File: src/comboPkg.sv
package comboPkg;

    //////////////////////////////
    // Button inputs and codes
    //////////////////////////////

    // Width of the button vector
    localparam int numButtons = 6;

    // One code per button
    localparam int codeWidth = 3;

    // Code value doubles as bit index in the button vector
    localparam logic [codeWidth-1:0] btnUp     = 3'd0;
    localparam logic [codeWidth-1:0] btnDown   = 3'd1;
    localparam logic [codeWidth-1:0] btnLeft   = 3'd2;
    localparam logic [codeWidth-1:0] btnRight  = 3'd3;
    localparam logic [codeWidth-1:0] btnAttack = 3'd4;
    localparam logic [codeWidth-1:0] btnBlock  = 3'd5;

    // Step counter and length field, up to 12 entries
    localparam int stepWidth = 4;

    //////////////////////////////
    // Wishbone and register map
    //////////////////////////////

    // Word address and data widths
    localparam int wbAdrWidth  = 4;
    localparam int wbDataWidth = 32;

    // Word addresses
    localparam logic [wbAdrWidth-1:0] regCtrl    = 4'd0;
    localparam logic [wbAdrWidth-1:0] regStatus  = 4'd1;
    localparam logic [wbAdrWidth-1:0] regLength  = 4'd2;
    localparam logic [wbAdrWidth-1:0] regHits    = 4'd3;
    // Entry i at regSeqBase + i
    localparam logic [wbAdrWidth-1:0] regSeqBase = 4'd4;

    // Reset length, the Konami combo
    localparam logic [stepWidth-1:0] konamiLength = 4'd10;

endpackage

File: src/buttonEdge.sv
`timescale 1ns/1ps

module buttonEdge (
    input  logic                            clk,
    input  logic                            rstN,
    input  logic [comboPkg::numButtons-1:0] buttons,
    output logic                            pressValid,
    output logic [comboPkg::codeWidth-1:0]  pressCode,
    output logic                            pressMulti
);

    import comboPkg::*;

    // Two-flop synchronizer plus previous value
    logic [numButtons-1:0] syncFirst;
    logic [numButtons-1:0] syncSecond;
    logic [numButtons-1:0] syncPrev;

    // Rising edges on synchronized buttons
    logic [numButtons-1:0] rise;
    logic [codeWidth-1:0]  lowCode;
    logic                  multi;

    always_ff @(posedge clk) begin
        if (!rstN) begin
            syncFirst  <= '0;
            syncSecond <= '0;
            syncPrev   <= '0;
        end else begin
            syncFirst  <= buttons;
            syncSecond <= syncFirst;
            syncPrev   <= syncSecond;
        end
    end

    assign rise = syncSecond & ~syncPrev;

    // Lowest index wins
    always_comb begin
        lowCode = '0;
        for (int i = numButtons - 1; i >= 0; i--) begin
            if (rise[i]) begin
                lowCode = codeWidth'(i);
            end
        end
    end

    // Two or more bits set, clearing the lowest leaves something
    assign multi = (rise & (rise - 1'b1)) != '0;

    // Registered press, one cycle wide
    always_ff @(posedge clk) begin
        if (!rstN) begin
            pressValid <= 1'b0;
            pressCode  <= '0;
            pressMulti <= 1'b0;
        end else begin
            pressValid <= rise != '0;
            pressCode  <= lowCode;
            pressMulti <= multi;
        end
    end

endmodule

File: src/comboWindow.sv
`timescale 1ns/1ps

module comboWindow #(
    parameter int windowCycles = 64
) (
    input  logic clk,
    input  logic rstN,
    input  logic restart,
    input  logic active,
    output logic expired
);

    // Wide enough to hold windowCycles itself
    localparam int cntWidth = $clog2(windowCycles + 1);

    logic [cntWidth-1:0] count;
    // Set by restart, dropped on expiry or when progress goes idle
    logic                armed;

    always_ff @(posedge clk) begin
        if (!rstN) begin
            count   <= '0;
            armed   <= 1'b0;
            expired <= 1'b0;
        end else begin
            expired <= 1'b0;
            if (restart) begin
                count <= cntWidth'(windowCycles);
                armed <= 1'b1;
            end else if (!active) begin
                armed <= 1'b0;
            end else if (armed) begin
                // Last count, fire once and go idle
                if (count <= 1) begin
                    count   <= '0;
                    armed   <= 1'b0;
                    expired <= 1'b1;
                end else begin
                    count <= count - 1'b1;
                end
            end
        end
    end

endmodule

File: src/comboSequencer.sv
`timescale 1ns/1ps

module comboSequencer #(
    parameter int maxSteps = 12
) (
    input  logic                           clk,
    input  logic                           rstN,
    input  logic                           enable,
    input  logic                           pressValid,
    input  logic [comboPkg::codeWidth-1:0] pressCode,
    input  logic                           pressMulti,
    input  logic                           expired,
    output logic [comboPkg::stepWidth-1:0] seqAddr,
    input  logic [comboPkg::codeWidth-1:0] seqData,
    input  logic [comboPkg::stepWidth-1:0] seqLength,
    output logic [comboPkg::stepWidth-1:0] step,
    output logic                           windowRestart,
    output logic                           comboHit
);

    import comboPkg::*;

    //////////////////////////////
    // Match decode
    //////////////////////////////

    logic [stepWidth-1:0] stepNext;
    logic                 pressMatch;
    logic                 lastStep;
    logic                 evaluate;

    // Table lookup always follows progress
    assign seqAddr = step;

    assign stepNext = step + 1'b1;

    // Chords never match
    assign pressMatch = !pressMulti && (pressCode == seqData);

    // Also caught if length was shortened under us
    assign lastStep = (stepNext >= seqLength) || (stepNext >= maxSteps);

    // Presses only count with a non-empty sequence
    assign evaluate = pressValid && (seqLength != '0);

    //////////////////////////////
    // Step FSM
    //////////////////////////////

    always_ff @(posedge clk) begin
        if (!rstN) begin
            step          <= '0;
            windowRestart <= 1'b0;
            comboHit      <= 1'b0;
        end else begin
            // Pulses by default
            windowRestart <= 1'b0;
            comboHit      <= 1'b0;

            if (!enable || expired) begin
                // Disabled or too slow, drop progress
                step <= '0;
            end else if (evaluate) begin
                if (pressMatch) begin
                    if (lastStep) begin
                        // Whole combo done
                        step     <= '0;
                        comboHit <= 1'b1;
                    end else begin
                        step          <= stepNext;
                        windowRestart <= 1'b1;
                    end
                end else begin
                    // Mismatch restarts from the first entry
                    step <= '0;
                end
            end
        end
    end

endmodule

File: src/comboRegs.sv
`timescale 1ns/1ps

module comboRegs #(
    parameter int maxSteps = 12
) (
    input  logic                             clk,
    input  logic                             rstN,
    input  logic                             wbCyc,
    input  logic                             wbStb,
    input  logic                             wbWe,
    input  logic [comboPkg::wbAdrWidth-1:0]  wbAdr,
    input  logic [comboPkg::wbDataWidth-1:0] wbDatW,
    output logic [comboPkg::wbDataWidth-1:0] wbDatR,
    output logic                             wbAck,
    input  logic [comboPkg::stepWidth-1:0]   seqAddr,
    output logic [comboPkg::codeWidth-1:0]   seqData,
    output logic [comboPkg::stepWidth-1:0]   seqLength,
    output logic                             enable,
    output logic                             bypass,
    input  logic [comboPkg::stepWidth-1:0]   step,
    input  logic                             comboHit,
    output logic                             success
);

    import comboPkg::*;

    localparam int hitWidth = 16;

    logic [codeWidth-1:0]   seqTable [maxSteps];
    logic [hitWidth-1:0]    hits;

    // Bus decode
    logic                   access;
    logic                   writeCtrl;
    logic                   writeLength;
    logic                   writeHits;
    logic                   writeSeq;
    logic [wbAdrWidth-1:0]  seqIdx;
    logic                   seqMapped;
    logic [stepWidth-1:0]   lengthIn;
    logic [stepWidth-1:0]   lengthClamped;
    logic [wbDataWidth-1:0] readWord;

    // Reset contents of the table
    function automatic logic [codeWidth-1:0] konamiEntry(input int idx);
        case (idx)
            0, 1:    konamiEntry = btnUp;
            2, 3:    konamiEntry = btnDown;
            4, 6:    konamiEntry = btnLeft;
            5, 7:    konamiEntry = btnRight;
            8:       konamiEntry = btnAttack;
            9:       konamiEntry = btnBlock;
            default: konamiEntry = btnUp;
        endcase
    endfunction

    //////////////////////////////
    // Decode
    //////////////////////////////

    // New request, ack still low
    assign access = wbCyc && wbStb && !wbAck;

    assign seqIdx    = wbAdr - regSeqBase;
    assign seqMapped = (wbAdr >= regSeqBase) && (seqIdx < maxSteps);

    assign writeCtrl   = access && wbWe && (wbAdr == regCtrl);
    assign writeLength = access && wbWe && (wbAdr == regLength);
    assign writeHits   = access && wbWe && (wbAdr == regHits);
    assign writeSeq    = access && wbWe && seqMapped;

    // Length never beyond table size
    assign lengthIn      = wbDatW[stepWidth-1:0];
    assign lengthClamped = (lengthIn > maxSteps) ? stepWidth'(maxSteps) : lengthIn;

    // Sequencer lookup, out of range reads as code 0
    assign seqData = (seqAddr < maxSteps) ? seqTable[seqAddr] : '0;

    //////////////////////////////
    // Registers
    //////////////////////////////

    always_ff @(posedge clk) begin
        if (!rstN) begin
            wbAck     <= 1'b0;
            enable    <= 1'b1;
            bypass    <= 1'b0;
            success   <= 1'b0;
            seqLength <= konamiLength;
            hits      <= '0;
            for (int i = 0; i < maxSteps; i++) begin
                seqTable[i] <= konamiEntry(i);
            end
        end else begin
            wbAck <= access;

            // Set beats clear
            if (comboHit || bypass) begin
                success <= 1'b1;
            end else if (writeCtrl && wbDatW[2]) begin
                success <= 1'b0;
            end

            // Any write clears, otherwise count hits with wrap
            if (writeHits) begin
                hits <= '0;
            end else if (comboHit) begin
                hits <= hits + 1'b1;
            end

            if (writeCtrl) begin
                enable <= wbDatW[0];
                bypass <= wbDatW[1];
            end

            if (writeLength) begin
                seqLength <= lengthClamped;
            end

            if (writeSeq) begin
                seqTable[seqIdx] <= wbDatW[codeWidth-1:0];
            end
        end
    end

    //////////////////////////////
    // Read path
    //////////////////////////////

    always_comb begin
        readWord = '0;
        case (wbAdr)
            // Clear bit reads back as 0
            regCtrl:   readWord[1:0] = {bypass, enable};
            regStatus: begin
                readWord[0]   = success;
                readWord[7:4] = step;
            end
            regLength: readWord[stepWidth-1:0] = seqLength;
            regHits:   readWord[hitWidth-1:0] = hits;
            default: begin
                if (seqMapped) begin
                    readWord[codeWidth-1:0] = seqTable[seqIdx];
                end
            end
        endcase
    end

    // Captured with the ack edge
    always_ff @(posedge clk) begin
        if (access) begin
            wbDatR <= readWord;
        end
    end

endmodule

File: src/comboTop.sv
`timescale 1ns/1ps

module comboTop #(
    parameter int windowCycles = 64,
    parameter int maxSteps     = 12
) (
    input  logic                             clk,
    input  logic                             rstN,
    input  logic                             up,
    input  logic                             down,
    input  logic                             left,
    input  logic                             right,
    input  logic                             attack,
    input  logic                             block,
    input  logic                             wbCyc,
    input  logic                             wbStb,
    input  logic                             wbWe,
    input  logic [comboPkg::wbAdrWidth-1:0]  wbAdr,
    input  logic [comboPkg::wbDataWidth-1:0] wbDatW,
    output logic [comboPkg::wbDataWidth-1:0] wbDatR,
    output logic                             wbAck,
    output logic                             success
);

    import comboPkg::*;

    logic [numButtons-1:0] buttons;

    // Press path
    logic                  pressValid;
    logic [codeWidth-1:0]  pressCode;
    logic                  pressMulti;

    // Sequencer and timing window
    logic                  windowRestart;
    logic                  expired;
    logic                  active;
    logic [stepWidth-1:0]  step;
    logic                  comboHit;

    // Table lookup and control
    logic [stepWidth-1:0]  seqAddr;
    logic [codeWidth-1:0]  seqData;
    logic [stepWidth-1:0]  seqLength;
    logic                  enable;
    logic                  bypass;

    // Bit position equals button code
    assign buttons[btnUp]     = up;
    assign buttons[btnDown]   = down;
    assign buttons[btnLeft]   = left;
    assign buttons[btnRight]  = right;
    assign buttons[btnAttack] = attack;
    assign buttons[btnBlock]  = block;

    // Window only runs mid-combo
    assign active = step != '0;

    buttonEdge i_buttonEdge (
        .clk        (clk),
        .rstN       (rstN),
        .buttons    (buttons),
        .pressValid (pressValid),
        .pressCode  (pressCode),
        .pressMulti (pressMulti)
    );

    comboWindow #(
        .windowCycles (windowCycles)
    ) i_comboWindow (
        .clk     (clk),
        .rstN    (rstN),
        .restart (windowRestart),
        .active  (active),
        .expired (expired)
    );

    comboSequencer #(
        .maxSteps (maxSteps)
    ) i_comboSequencer (
        .clk           (clk),
        .rstN          (rstN),
        .enable        (enable),
        .pressValid    (pressValid),
        .pressCode     (pressCode),
        .pressMulti    (pressMulti),
        .expired       (expired),
        .seqAddr       (seqAddr),
        .seqData       (seqData),
        .seqLength     (seqLength),
        .step          (step),
        .windowRestart (windowRestart),
        .comboHit      (comboHit)
    );

    comboRegs #(
        .maxSteps (maxSteps)
    ) i_comboRegs (
        .clk       (clk),
        .rstN      (rstN),
        .wbCyc     (wbCyc),
        .wbStb     (wbStb),
        .wbWe      (wbWe),
        .wbAdr     (wbAdr),
        .wbDatW    (wbDatW),
        .wbDatR    (wbDatR),
        .wbAck     (wbAck),
        .seqAddr   (seqAddr),
        .seqData   (seqData),
        .seqLength (seqLength),
        .enable    (enable),
        .bypass    (bypass),
        .step      (step),
        .comboHit  (comboHit),
        .success   (success)
    );

endmodule

File: config.mk
export PLATFORM = sky130hd
export DESIGN_NAME = comboTop
export DESIGN_NICKNAME = d
export VERILOG_FILES = /design/src/comboPkg.sv /design/src/buttonEdge.sv /design/src/comboWindow.sv /design/src/comboSequencer.sv /design/src/comboRegs.sv /design/src/comboTop.sv
export SDC_FILE = /design/constraint.sdc
export NUM_CORES = 1
export LEC_CHECK = 0
export BUFFER_PORTS_ARGS = -buffer_cell sky130_fd_sc_hd__buf_2
export CAP_MARGIN = 20
export CORE_MARGIN = 3
export CORE_UTILIZATION = 50
export CTS_CLUSTER_SIZE = 25
export DETAILED_ROUTE_END_ITERATION = 8
export PLACE_DENSITY = 0.76
export SYNTH_ARGS = -nofsm -noshare
export SYNTH_HDL_FRONTEND = slang
export SYNTH_SLANG_ARGS = --single-unit
File: constraint.sdc
create_clock -name clk -period 2.6 [get_ports clk]
set_input_delay 0.26 -clock clk [delete_from_list [all_inputs] [get_ports clk]]
set_output_delay 0.26 -clock clk [all_outputs]
set_load 0.02 [all_outputs]
# After elaboration in Yosys (flattened, before gate mapping)

Memories as Yosys holds them, arrays and structs flattened. A register that Yosys moved wholly into a read port is not among the register bits.
Index checks and enable logic that the tools add are counted.

Register bits: 78
RAM bits: 36
Bits of input ports: 47
Output and inout port bits: 34
Word-level logic and storage cells: 128
Memories: 1

Add/subtract/negate cells: 5
$lt $le $gt $ge: 7
Eq/ne operators: 4
Multiplexer cells: 43
Bitwise logic cells: 8
Reductions and logical operators: 37

Memories:

| name                 | words | width | read ports | clocked after Yosys merged registers in | write ports | line            | source |
|---|---|---|---|---|---|---|---|
| i_comboRegs.seqTable | 12    | 3     | 2          | 1                                       | 12          | comboRegs.sv:29 | `logic [codeWidth-1:0] seqTable [maxSteps];` |

Operators with widths:

| operator                | number |
|---|---|
| $mux W3                 | 11 |
| $mux W7                 | 4 |
| $mux W4                 | 6 |
| $add A16 B1 Y16 const B | 1 |
| $mux W1                 | 15 |
| $and A6 B6 Y6           | 2 |
| $reduce_bool A6 Y1      | 2 |
| $logic_and A1 B1 Y1     | 11 |
| $reduce_or A2 Y1        | 5 |
| $eq A4 B2 Y1 const B    | 2 |
| $lt A4 B4 Y1 const B    | 2 |
| $pmux W1 S4             | 2 |
| $pmux W4 S2             | 1 |
| $reduce_bool A4 Y1      | 2 |
| $reduce_or A4 Y1        | 2 |
| $le A7 B1 Y1 const B    | 1 |
| $sub A7 B1 Y7 const B   | 1 |
| $not A6 Y6              | 1 |
| $reduce_bool A2 Y1      | 3 |
| $reduce_or A3 Y1        | 2 |
| $sub A6 B1 Y6 const B   | 1 |
| $not A1 Y1              | 5 |
| $reduce_or A5 Y1        | 1 |
| $add A4 B1 Y4 const B   | 1 |
| 14 further kinds        | 20 |

# Depth between registers and ports, before layout

Gate-level depths: netlist of run 1.

Word-level depth: 9
Depth in mapped cells: 9
Depth with buffers taken out: 8

# Modules after synthesis

From an unflattened synthesis of run 1, not the netlist that was laid out.

Cell total of the unflattened synthesis: 539
Area, all modules: 6,160.9 sq um

Modules (own cells, without submodules):

| module         | times used | cells an instance | area each (sq um) | sequential area each (sq um) |
|---|---|---|---|---|
| comboRegs      | 1          | 374               | 4,504.3           | 2,402.3 |
| buttonEdge     | 1          | 66                | 759.5             | 460.4 |
| comboSequencer | 1          | 51                | 462.9             | 120.1 |
| comboWindow    | 1          | 47                | 426.7             | 180.2 |
| comboTop       | 1          | 1                 | 7.5               | 0.0 |

# Worst setup path before layout of run 1

OpenSTA, ideal clock, no wires.

Path kind: reg-to-reg
Start: register i_comboSequencer.step, in the netlist i_comboSequencer.seqAddr[0]
End: register with a tool-made name
Library setup time: 102 ps
Arrival time: 2,261 ps
Data required time: 2,498 ps
Path slack: 237 ps
Stages on the path, launching flop included: 9
Buffers on the path: 0
Clock period less this slack: 2,363 ps
Cells stage by stage: dfxtp_1 inv_1 ha_1 ha_1 a21o_1 a21o_1 a221oi_1 inv_1 o41ai_4

RTL lines:

| element                  | line                 | source |
|---|---|---|
| start: declaration       | comboSequencer.sv:16 | `output logic [comboPkg::stepWidth-1:0] step,` |
| start signal: assignment | comboSequencer.sv:70 | `step <= stepNext;` |

==> impl.org, run 1 <==
** Detailed routing
- Routed length on met3 :: about 970 um
- First-pass DRT Iterations :: 5
- After detailed routing, the number of vias per cell comes to 5.48.
- For this run, design rule violations remaining after detail routing come to 0.
- Antenna-violating nets left :: 0
- Top routing layer used :: met4
- For this block, the via count after detailed routing is 4,282.
- In the final routing, the length of wire on met1 measures 5620 um.
- After detailed routing, the average wire length per cell comes to 16.4 um.
- First-iteration detailed-routing DRC count :: 340
- Total length of routed met2 wires :: 5980 um
- The final layout contains routed wiring with a total length of approximately 13,000 um.

** Finish
- For this run, the post-layout net count is 665.
- The repair_antennas step left the layout with diodes totalling 0.
- The count of cells in the finished layout, fillers not included, comes to 781.
- The finished cells cover 7070 sq um.
- Leaving out fill and tap cells, the most frequent cells in the layout are sky130_fd_sc_hd__dfxtp_1, sky130_fd_sc_hd__edfxtp_1, sky130_fd_sc_hd__nand2_1.
- Commonest non-fill, non-tap cell in the layout :: sky130_fd_sc_hd__dfxtp_1
- From synthesis to final layout, the design area changed by 14.4%.
- Proportion of layout cells with a drive suffix above 1 :: 16.9%

** STA
- Setup violations remaining at the end of the flow were counted as 0.
- For the finished layout, the period the worst path requires is around 2500 ps.
- For this run, the top clock speed supported by timing is about 410 MHz.
- Between clock sinks in the finished design, the worst skew comes to 7.36 ps.
- RSZ-0062 raised after global routing :: no
- Number of pins with negative max-slew slack in the final report :: 0
- In the final timing run, aggregate negative setup slack is 0 ps.
- The final critical path takes up 94.5% of the cycle.
- Measured against its own limit, the worst slew margin works out to between 50% and 60%.
- Worst slew pin tran :: 647 ps
- Count of endpoints failing hold in the final timing report :: 0

** Die
- From left edge to right edge, the die measures 117 um.
- Die height :: between 100 and 150 um
- Pin placement for this block handled 81 I/O pins.
- Initial cell density of the core :: 52.5%
- The core region is roughly 12,000 sq um.
- Full die area :: 13,700 sq um
- Std-Cell Rows :: 39

** Critical path
- Kind of start point of the critical path :: flop
- Crit Path Category :: flop to flop
- Worst Path Arrival :: 2760 ps
- STA classifies the critical path endpoint as a flop.
- Of all nets on the critical path, the largest fanout is 10.
- At the worst endpoint, the required time is 2900 ps.
- Measured in cells, the most critical reg-to-reg path has a length of 6.

** Global route
- Initial antenna violation count :: 0
- Entering global routing, the biggest net connects 47 pins.
- The first global-routing pass estimated 21,300 um of wire.
- Global routing consumed, over all layers together, 20.7% of the routing resources.
- Global routing finished with a remaining overflow of 0.
- Via count of the first global-routing pass :: 4,283

** Clock tree
- In this run, post-CTS hold repair placed 0 buffers.
- CTS built an H-tree with a depth of 4.
- Clock transition time at the flip-flop clock pins of the worst setup and hold paths :: approximately 50 ps
- In this run, post-CTS repair resized a total of 0 instances.
- Counting along the longest clock path gives a buffer depth of 2.
- For this design, the sink count on the clock tree is 130.
- The number of setup buffers added after CTS is 0.
- Number of buffers created by CTS :: 17
- For the worst-skew pair, the clock arrives at the later sink with an insertion delay of 420 ps.
- Clock tree from TritonCTS :: done
- The root buffer cell chosen for the clock tree is sky130_fd_sc_hd__clkbuf_16.

** Power and ir drop
- Worst vdd rail ir drop :: 399 uV
- In this run the power density over the cells is 708 nW/um^2.
- The analysis attributes to cell leakage a power of 2.64 nW.

** Synthesis
- Gate count after technology mapping :: around 570
- After synthesis the netlist holds a flip-flop and latch count of 130.
- Post-synthesis async set-or-reset flop share :: 0%
- Multiplexer fraction of the synthesized cell area :: 11.1%
- Yosys printed 0 warnings.
- The synthesized netlist occupies a cell area of 6180 sq um.
- After synthesis, the largest family of logic cells by area is simple AND/OR/NAND/NOR gates.
- Synth Area in XOR/XNOR :: between 2 and 3%
- After Yosys synthesis, and, or, nand and nor cells account for 19.6% of the synthesized area.
- Synthesized area per cell :: around 11 sq um
- Post-synthesis cell type count :: 54
- The synthesized netlist devotes 5.88% of its cell area to compound gates.
- Counting flops with a built-in enable in the synthesized netlist gives 64.
- Proportion of synthesized chip area in sequential cells :: 52.5%
- Dominant synthesized flop cell :: sky130_fd_sc_hd__dfxtp_1
- Post-Synth Adder-Cell Area :: approximately 3%

** Place
- Routability-driven placement congestion ratio :: approximately 0.87
- Once placement completed, the tool counted placed cells totaling approximately 750.
- After legalization and detailed placement, the total HPWL measured 9100 um.
- Summing all placed instances gives a cell area of 6450 sq um.
- Port buffer count :: 36

** Worst hold path
- The tightest min-delay check is of the input port to flop type.
- Hold-critical path depth :: 2

** Run status
- Outcome :: finished, final reports clean

** Flow run
- Max Cap Viol :: 0
## power breakdown
part	internal, mW	switching (mW)
Sequential	2.20	0.0232
Clock	1.60	0.864
Combinational	0.117	0.204
## Yosys cell counts (all sizes together) (2+ instances only)
cell | n | area share (%)
dfxtp | 66 | 21
edfxtp | 64 | 31
nand2 | 55 | 3.3
nor2 | 47 | 2.9
and2 | 31 | 3.1
nor3 | 31 | 2.5
mux2i | 30 | 4.9
buf | 25 | 3.0
clkbuf | 20 | 1.2
mux4 | 17 | 6.2
nand4 | 16 | 1.6
o21ai | 16 | 1.3
inv | 15 | 0.91
nand2b | 15 | 1.6
a21oi | 14 | 1.1
ha | 14 | 2.8
nand3 | 14 | 1.2
xor2 | 13 | 1.8
and3 | 7 | 0.71
or3 | 7 | 0.71
xnor2 | 6 | 0.85
nor2b | 5 | 0.51
nor4 | 4 | 0.51
a21boi | 3 | 0.36
a21o | 3 | 0.36
a22oi | 3 | 0.36
o21a | 3 | 0.36
o31ai | 3 | 0.36
or2 | 3 | 0.30
o211ai | 2 | 0.24
o41ai | 2 | 0.59
## final timing paths
check | startpoint | endpoint | slack (ps)
worst max-delay path | flop | i_comboSequencer.seqAddr[0]$_SDFFE_PP0P_ | 140
worst max register to register | flop | i_comboSequencer.seqAddr[0]$_SDFFE_PP0P_ | 140
worst min-delay path | down | i_buttonEdge.syncFirst[1]$_SDFF_PN0_ | 50
worst min register to register | i_buttonEdge.syncFirst[2]$_SDFF_PN0_ | i_buttonEdge.syncSecond[2]$_SDFF_PN0_ | 430
## flip-flops by register name, summed over array words and instances, names as in the netlist, 6 cells and up, named ones only
register / flops
i_buttonEdge.syncFirst: 6
i_comboWindow.count: 7
i_comboRegs.hits: 16
i_buttonEdge.syncSecond: 6
i_comboRegs.wbDatR: 16
i_buttonEdge.syncPrev: 6
i_comboRegs.seqTable: 48
## worst max-delay path, stage by stage (launching register included)
cell and delay, ps:
sky130_fd_sc_hd__dfxtp_1 590, sky130_fd_sc_hd__nor2b_1 460, sky130_fd_sc_hd__nand2_1 140, sky130_fd_sc_hd__nand3_2 130
sky130_fd_sc_hd__a21oi_1 80, sky130_fd_sc_hd__or4_4 590, sky130_fd_sc_hd__o41ai_4 350
## metrics by stage
step           setup slack (ps)  total power, mW  hold slack (ps)  utilization (%)
2_1_floorplan               237             2.50              359                -
3_3_place_gp                196             2.57              415             54.9
3_5_place_dp               92.0             2.58              419             54.9
4_1_cts                     101             5.03             32.8             60.1
5_1_grt                    5.92             5.17             33.4             60.1
6_report                    142             5.00             49.7             60.1
## cell type report
type | instances | area, sq um
fill | 934 | 4690
sequential | 130 | 3240
multi-input combinational | 391 | 2670
clock buffer | 18 | 429
timing repair buffer | 48 | 270
tap | 164 | 205
clock inverter | 14 | 186
inverter | 16 | 60.1
## cell families after synthesis
group | after synthesis
compound gates | 55
xor+xnor | 19
fa+ha+maj | 15
buf+inv | 61
flops | 130
mux | 47
other cells | 1
simple gates | 239
## metal layers
metal	GRT usage, %	vias up
met2	32.1	148
li1	-	2061
met1	27.4	2047
met5	0	-
met3	6.17	26
met4	8.10	0
Note: power is estimated with default switching activity, not from simulation.
==> inputs of run 2 (changes only) <==
- CORE_UTILIZATION: 50 -> 54
- PLACE_DENSITY: 0.76 -> 0.8
==> run 2 against run 1 <==
  * Count of clock-buffer cells in the layout decreased by 1
  * Combinational power about the same
  * Clock power fell by 7%
  * Critical path depth increased by 1
  * Clock skew is essentially flat
  * Power shrank 3.5%
  * Wire length up 3.7%
  * Via count up 3.5%
  * Largest cell class unchanged
==> impl.org, run 2 (synthesis results as in run 1) <==
** Die
- Die height :: 113 um
- The die covers 12,800 sq um.
- The initialized floorplan defines 38 standard-cell rows.
- In this run the count of I/O pins placed on the die edge is between 80 and 90.
- Placeable Area :: 11,000 sq um
- For this configuration, the core starts out at a cell density of a little under three fifths.
- Overall die width :: 113 um

** Clock tree
- Cts repair resizes :: 0
- Clock tree from TritonCTS :: done
- Clock tree synthesis inserted a total of 17 buffers.
- The H-tree generated during clock tree synthesis spans 4 levels.
- Hold buffer count at CTS :: 0
- Clock Path Buffers :: 2
- Clock tree synthesis found a total of 130 sinks.
- The tree is rooted in a sky130_fd_sc_hd__clkbuf_16.
- Setup Buffers After CTS :: 0
- Insertion delay to the later sink of the worst-skew pair :: roughly 420 ps
- After clock tree synthesis, the clock-pin slew on the worst setup and hold paths is 60 ps.

** Worst hold path
- In this run the worst hold path is classified as input port to flop.
- Hold-critical path depth :: 2

** Critical path
- Slowest-stage cell, CP :: sky130_fd_sc_hd__or4_4
- STA classifies the critical path endpoint as a flop.
- Worst Path Arrival :: 2720 ps
- At the worst endpoint, the required time is 2890 ps.
- Total stage count of the critical path :: 7
- STA classifies the critical path startpoint as a flop.
- Top cell family by delay on the critical path :: simple AND/OR/NAND/NOR gates
- Along the worst path, the maximum fanout reaches 8.
- The critical path is of the flop to flop type.
- The largest single stage delay on the critical path is 600 ps.
- Traced cell by cell, the critical path runs through nor2b_1 -> buf_4 -> nand2_1 -> nand4_1 -> a21oi_1 -> or4_4 -> nor3_1.
- Counting cells, the worst reg-to-reg path comes to 7.
- Together, buffers and inverters on the worst path number 1.

** Detailed routing
- In the routed design, unresolved DRC markers number 0.
- The routed layout has 4,432 vias.
- In this run the remaining antenna-violating nets after routing total 0.
- After the first detailed-routing iteration, the DRC count stood at 383.
- After detailed routing, the number of vias per cell comes to slightly below 6.
- Drt wl/cell :: between 15 and 20 um
- The pre-antenna-repair detailed-routing pass consisted of 6 iterations.
- Wires add up to 13,300 um.

** Place
- Instance area at placement :: 6440 sq um
- Routability-driven placement congestion ratio :: about 0.91
- Input and output buffers added on the ports amount to 36.
- The HPWL after detailed placement is 9300 um.

** STA
- Period minus WS final :: 2430 ps
- In the final timing run, aggregate negative setup slack is 0 ps.
- Finish-stage setup viols :: 0
- Setup repair after global routing left no endpoint under its margin.
- Max Clk Rate :: 411 MHz
- Count of endpoints failing hold in the final timing report :: 0
- The final number of max-transition violations was 0.
- The worst path uses 93.5% of the clock period.
- The worst pin sits at a relative slew slack of 57.3%.
- At the pin with the least slew margin, the transition time is 640 ps.
- Across the routed clock network, the largest skew measured is 7.09 ps.

** Power and ir drop
- The analysis attributes to cell leakage a power of approximately 2.6 nW.
- IR analysis of the VDD net gives a maximum drop of about 400 uV.
- In this run the power density over the cells is 688 nW/um^2.

** Finish
- Area Growth Syn to Fin :: 13.5%
- Count of nets after finishing :: 666
- 0 antenna diodes ended up in the layout.
- With fillers left out, the area of the finished cells amounts to 7010 sq um.
- Most used cells in the layout excluding fill and tap cells :: sky130_fd_sc_hd__dfxtp_1, sky130_fd_sc_hd__edfxtp_1, sky130_fd_sc_hd__nand2_1
- Register with the most flip-flops :: i_comboRegs.seqTable
- Biggest regs :: i_comboRegs.seqTable x48, i_comboRegs.hits x16, i_comboRegs.wbDatR x16
- Commonest non-fill, non-tap cell in the layout :: sky130_fd_sc_hd__dfxtp_1
- Layout fillers :: ~840
- Proportion of layout cells with a drive suffix above 1 :: 17.5%
- The register with the most flip-flops in the layout has 48 of them.

** Global route
- Entering global routing, the biggest net connects 48 pins.
- The via count of the first global-routing pass was 4,448.
- GR Util All Layers :: between 20% and 30%
- Initial antenna violation count :: 0
- Wire length of the first global-routing pass :: 22,100 um
- Sum of overflow across all layers after global routing :: 0

** Flow run
- The tool flagged a number of max-cap violations equal to 0.

** Run status
- Outcome :: finished, final reports clean
## run 2: per-layer routing
metal / global-route usage [%] / vias up / share of wire (%)
li1: - / 2071 / -
met1: 28.1 / 2132 / 41
met2: 36.6 / 202 / 49
met3: 4.92 / 27 / 7.3
met4: 9.70 / 0 / 2.4
met5: 0 / - / 0
## run 2: cell type report
cell class	instances	area (sq um)	area share, %
multi-input combinational	391	2670	38.1
inverter	16	60.1	0.857
tap	140	175	2.50
sequential	130	3240	46.3
timing repair buffer	49	290	4.14
clock inverter	15	144	2.05
clock buffer	17	425	6.07
## run 2: through the flow
| step | hold slack [ps] | total power [mW] | worst slack (ps) | util (%) | instances |
|---|---|---|---|---|---|
| after floorplan | 359 | 2.50 | 237 | - | 582 |
| after global placement | 415 | 2.57 | 263 | 58.4 | 726 |
| after detailed placement | 426 | 2.58 | 202 | 58.4 | 726 |
| after CTS | 34.8 | 4.84 | 210 | 63.6 | 758 |
| after global routing | 42.5 | 4.97 | 17.4 | 63.6 | 758 |
| final | 44.6 | 4.83 | 168 | 63.6 | 758 |
## run 2: report_power, final
group / switching, mW / total, mW / internal [mW]
Clock: 0.948 / 2.29 / 1.34
Sequential: 0.0238 / 2.22 / 2.19
Combinational: 0.204 / 0.322 / 0.117
## run 2: path summary, 6_finish.rpt
check	startpoint	to	slack [ps]
max	flop	i_comboSequencer.windowRestart$_SDFF_PP0_	170
min	down	i_buttonEdge.syncFirst[1]$_SDFF_PN0_	40
max reg2reg	flop	i_comboSequencer.windowRestart$_SDFF_PP0_	170
min reg2reg	i_buttonEdge.syncFirst[1]$_SDFF_PN0_	i_buttonEdge.syncSecond[1]$_SDFF_PN0_	440
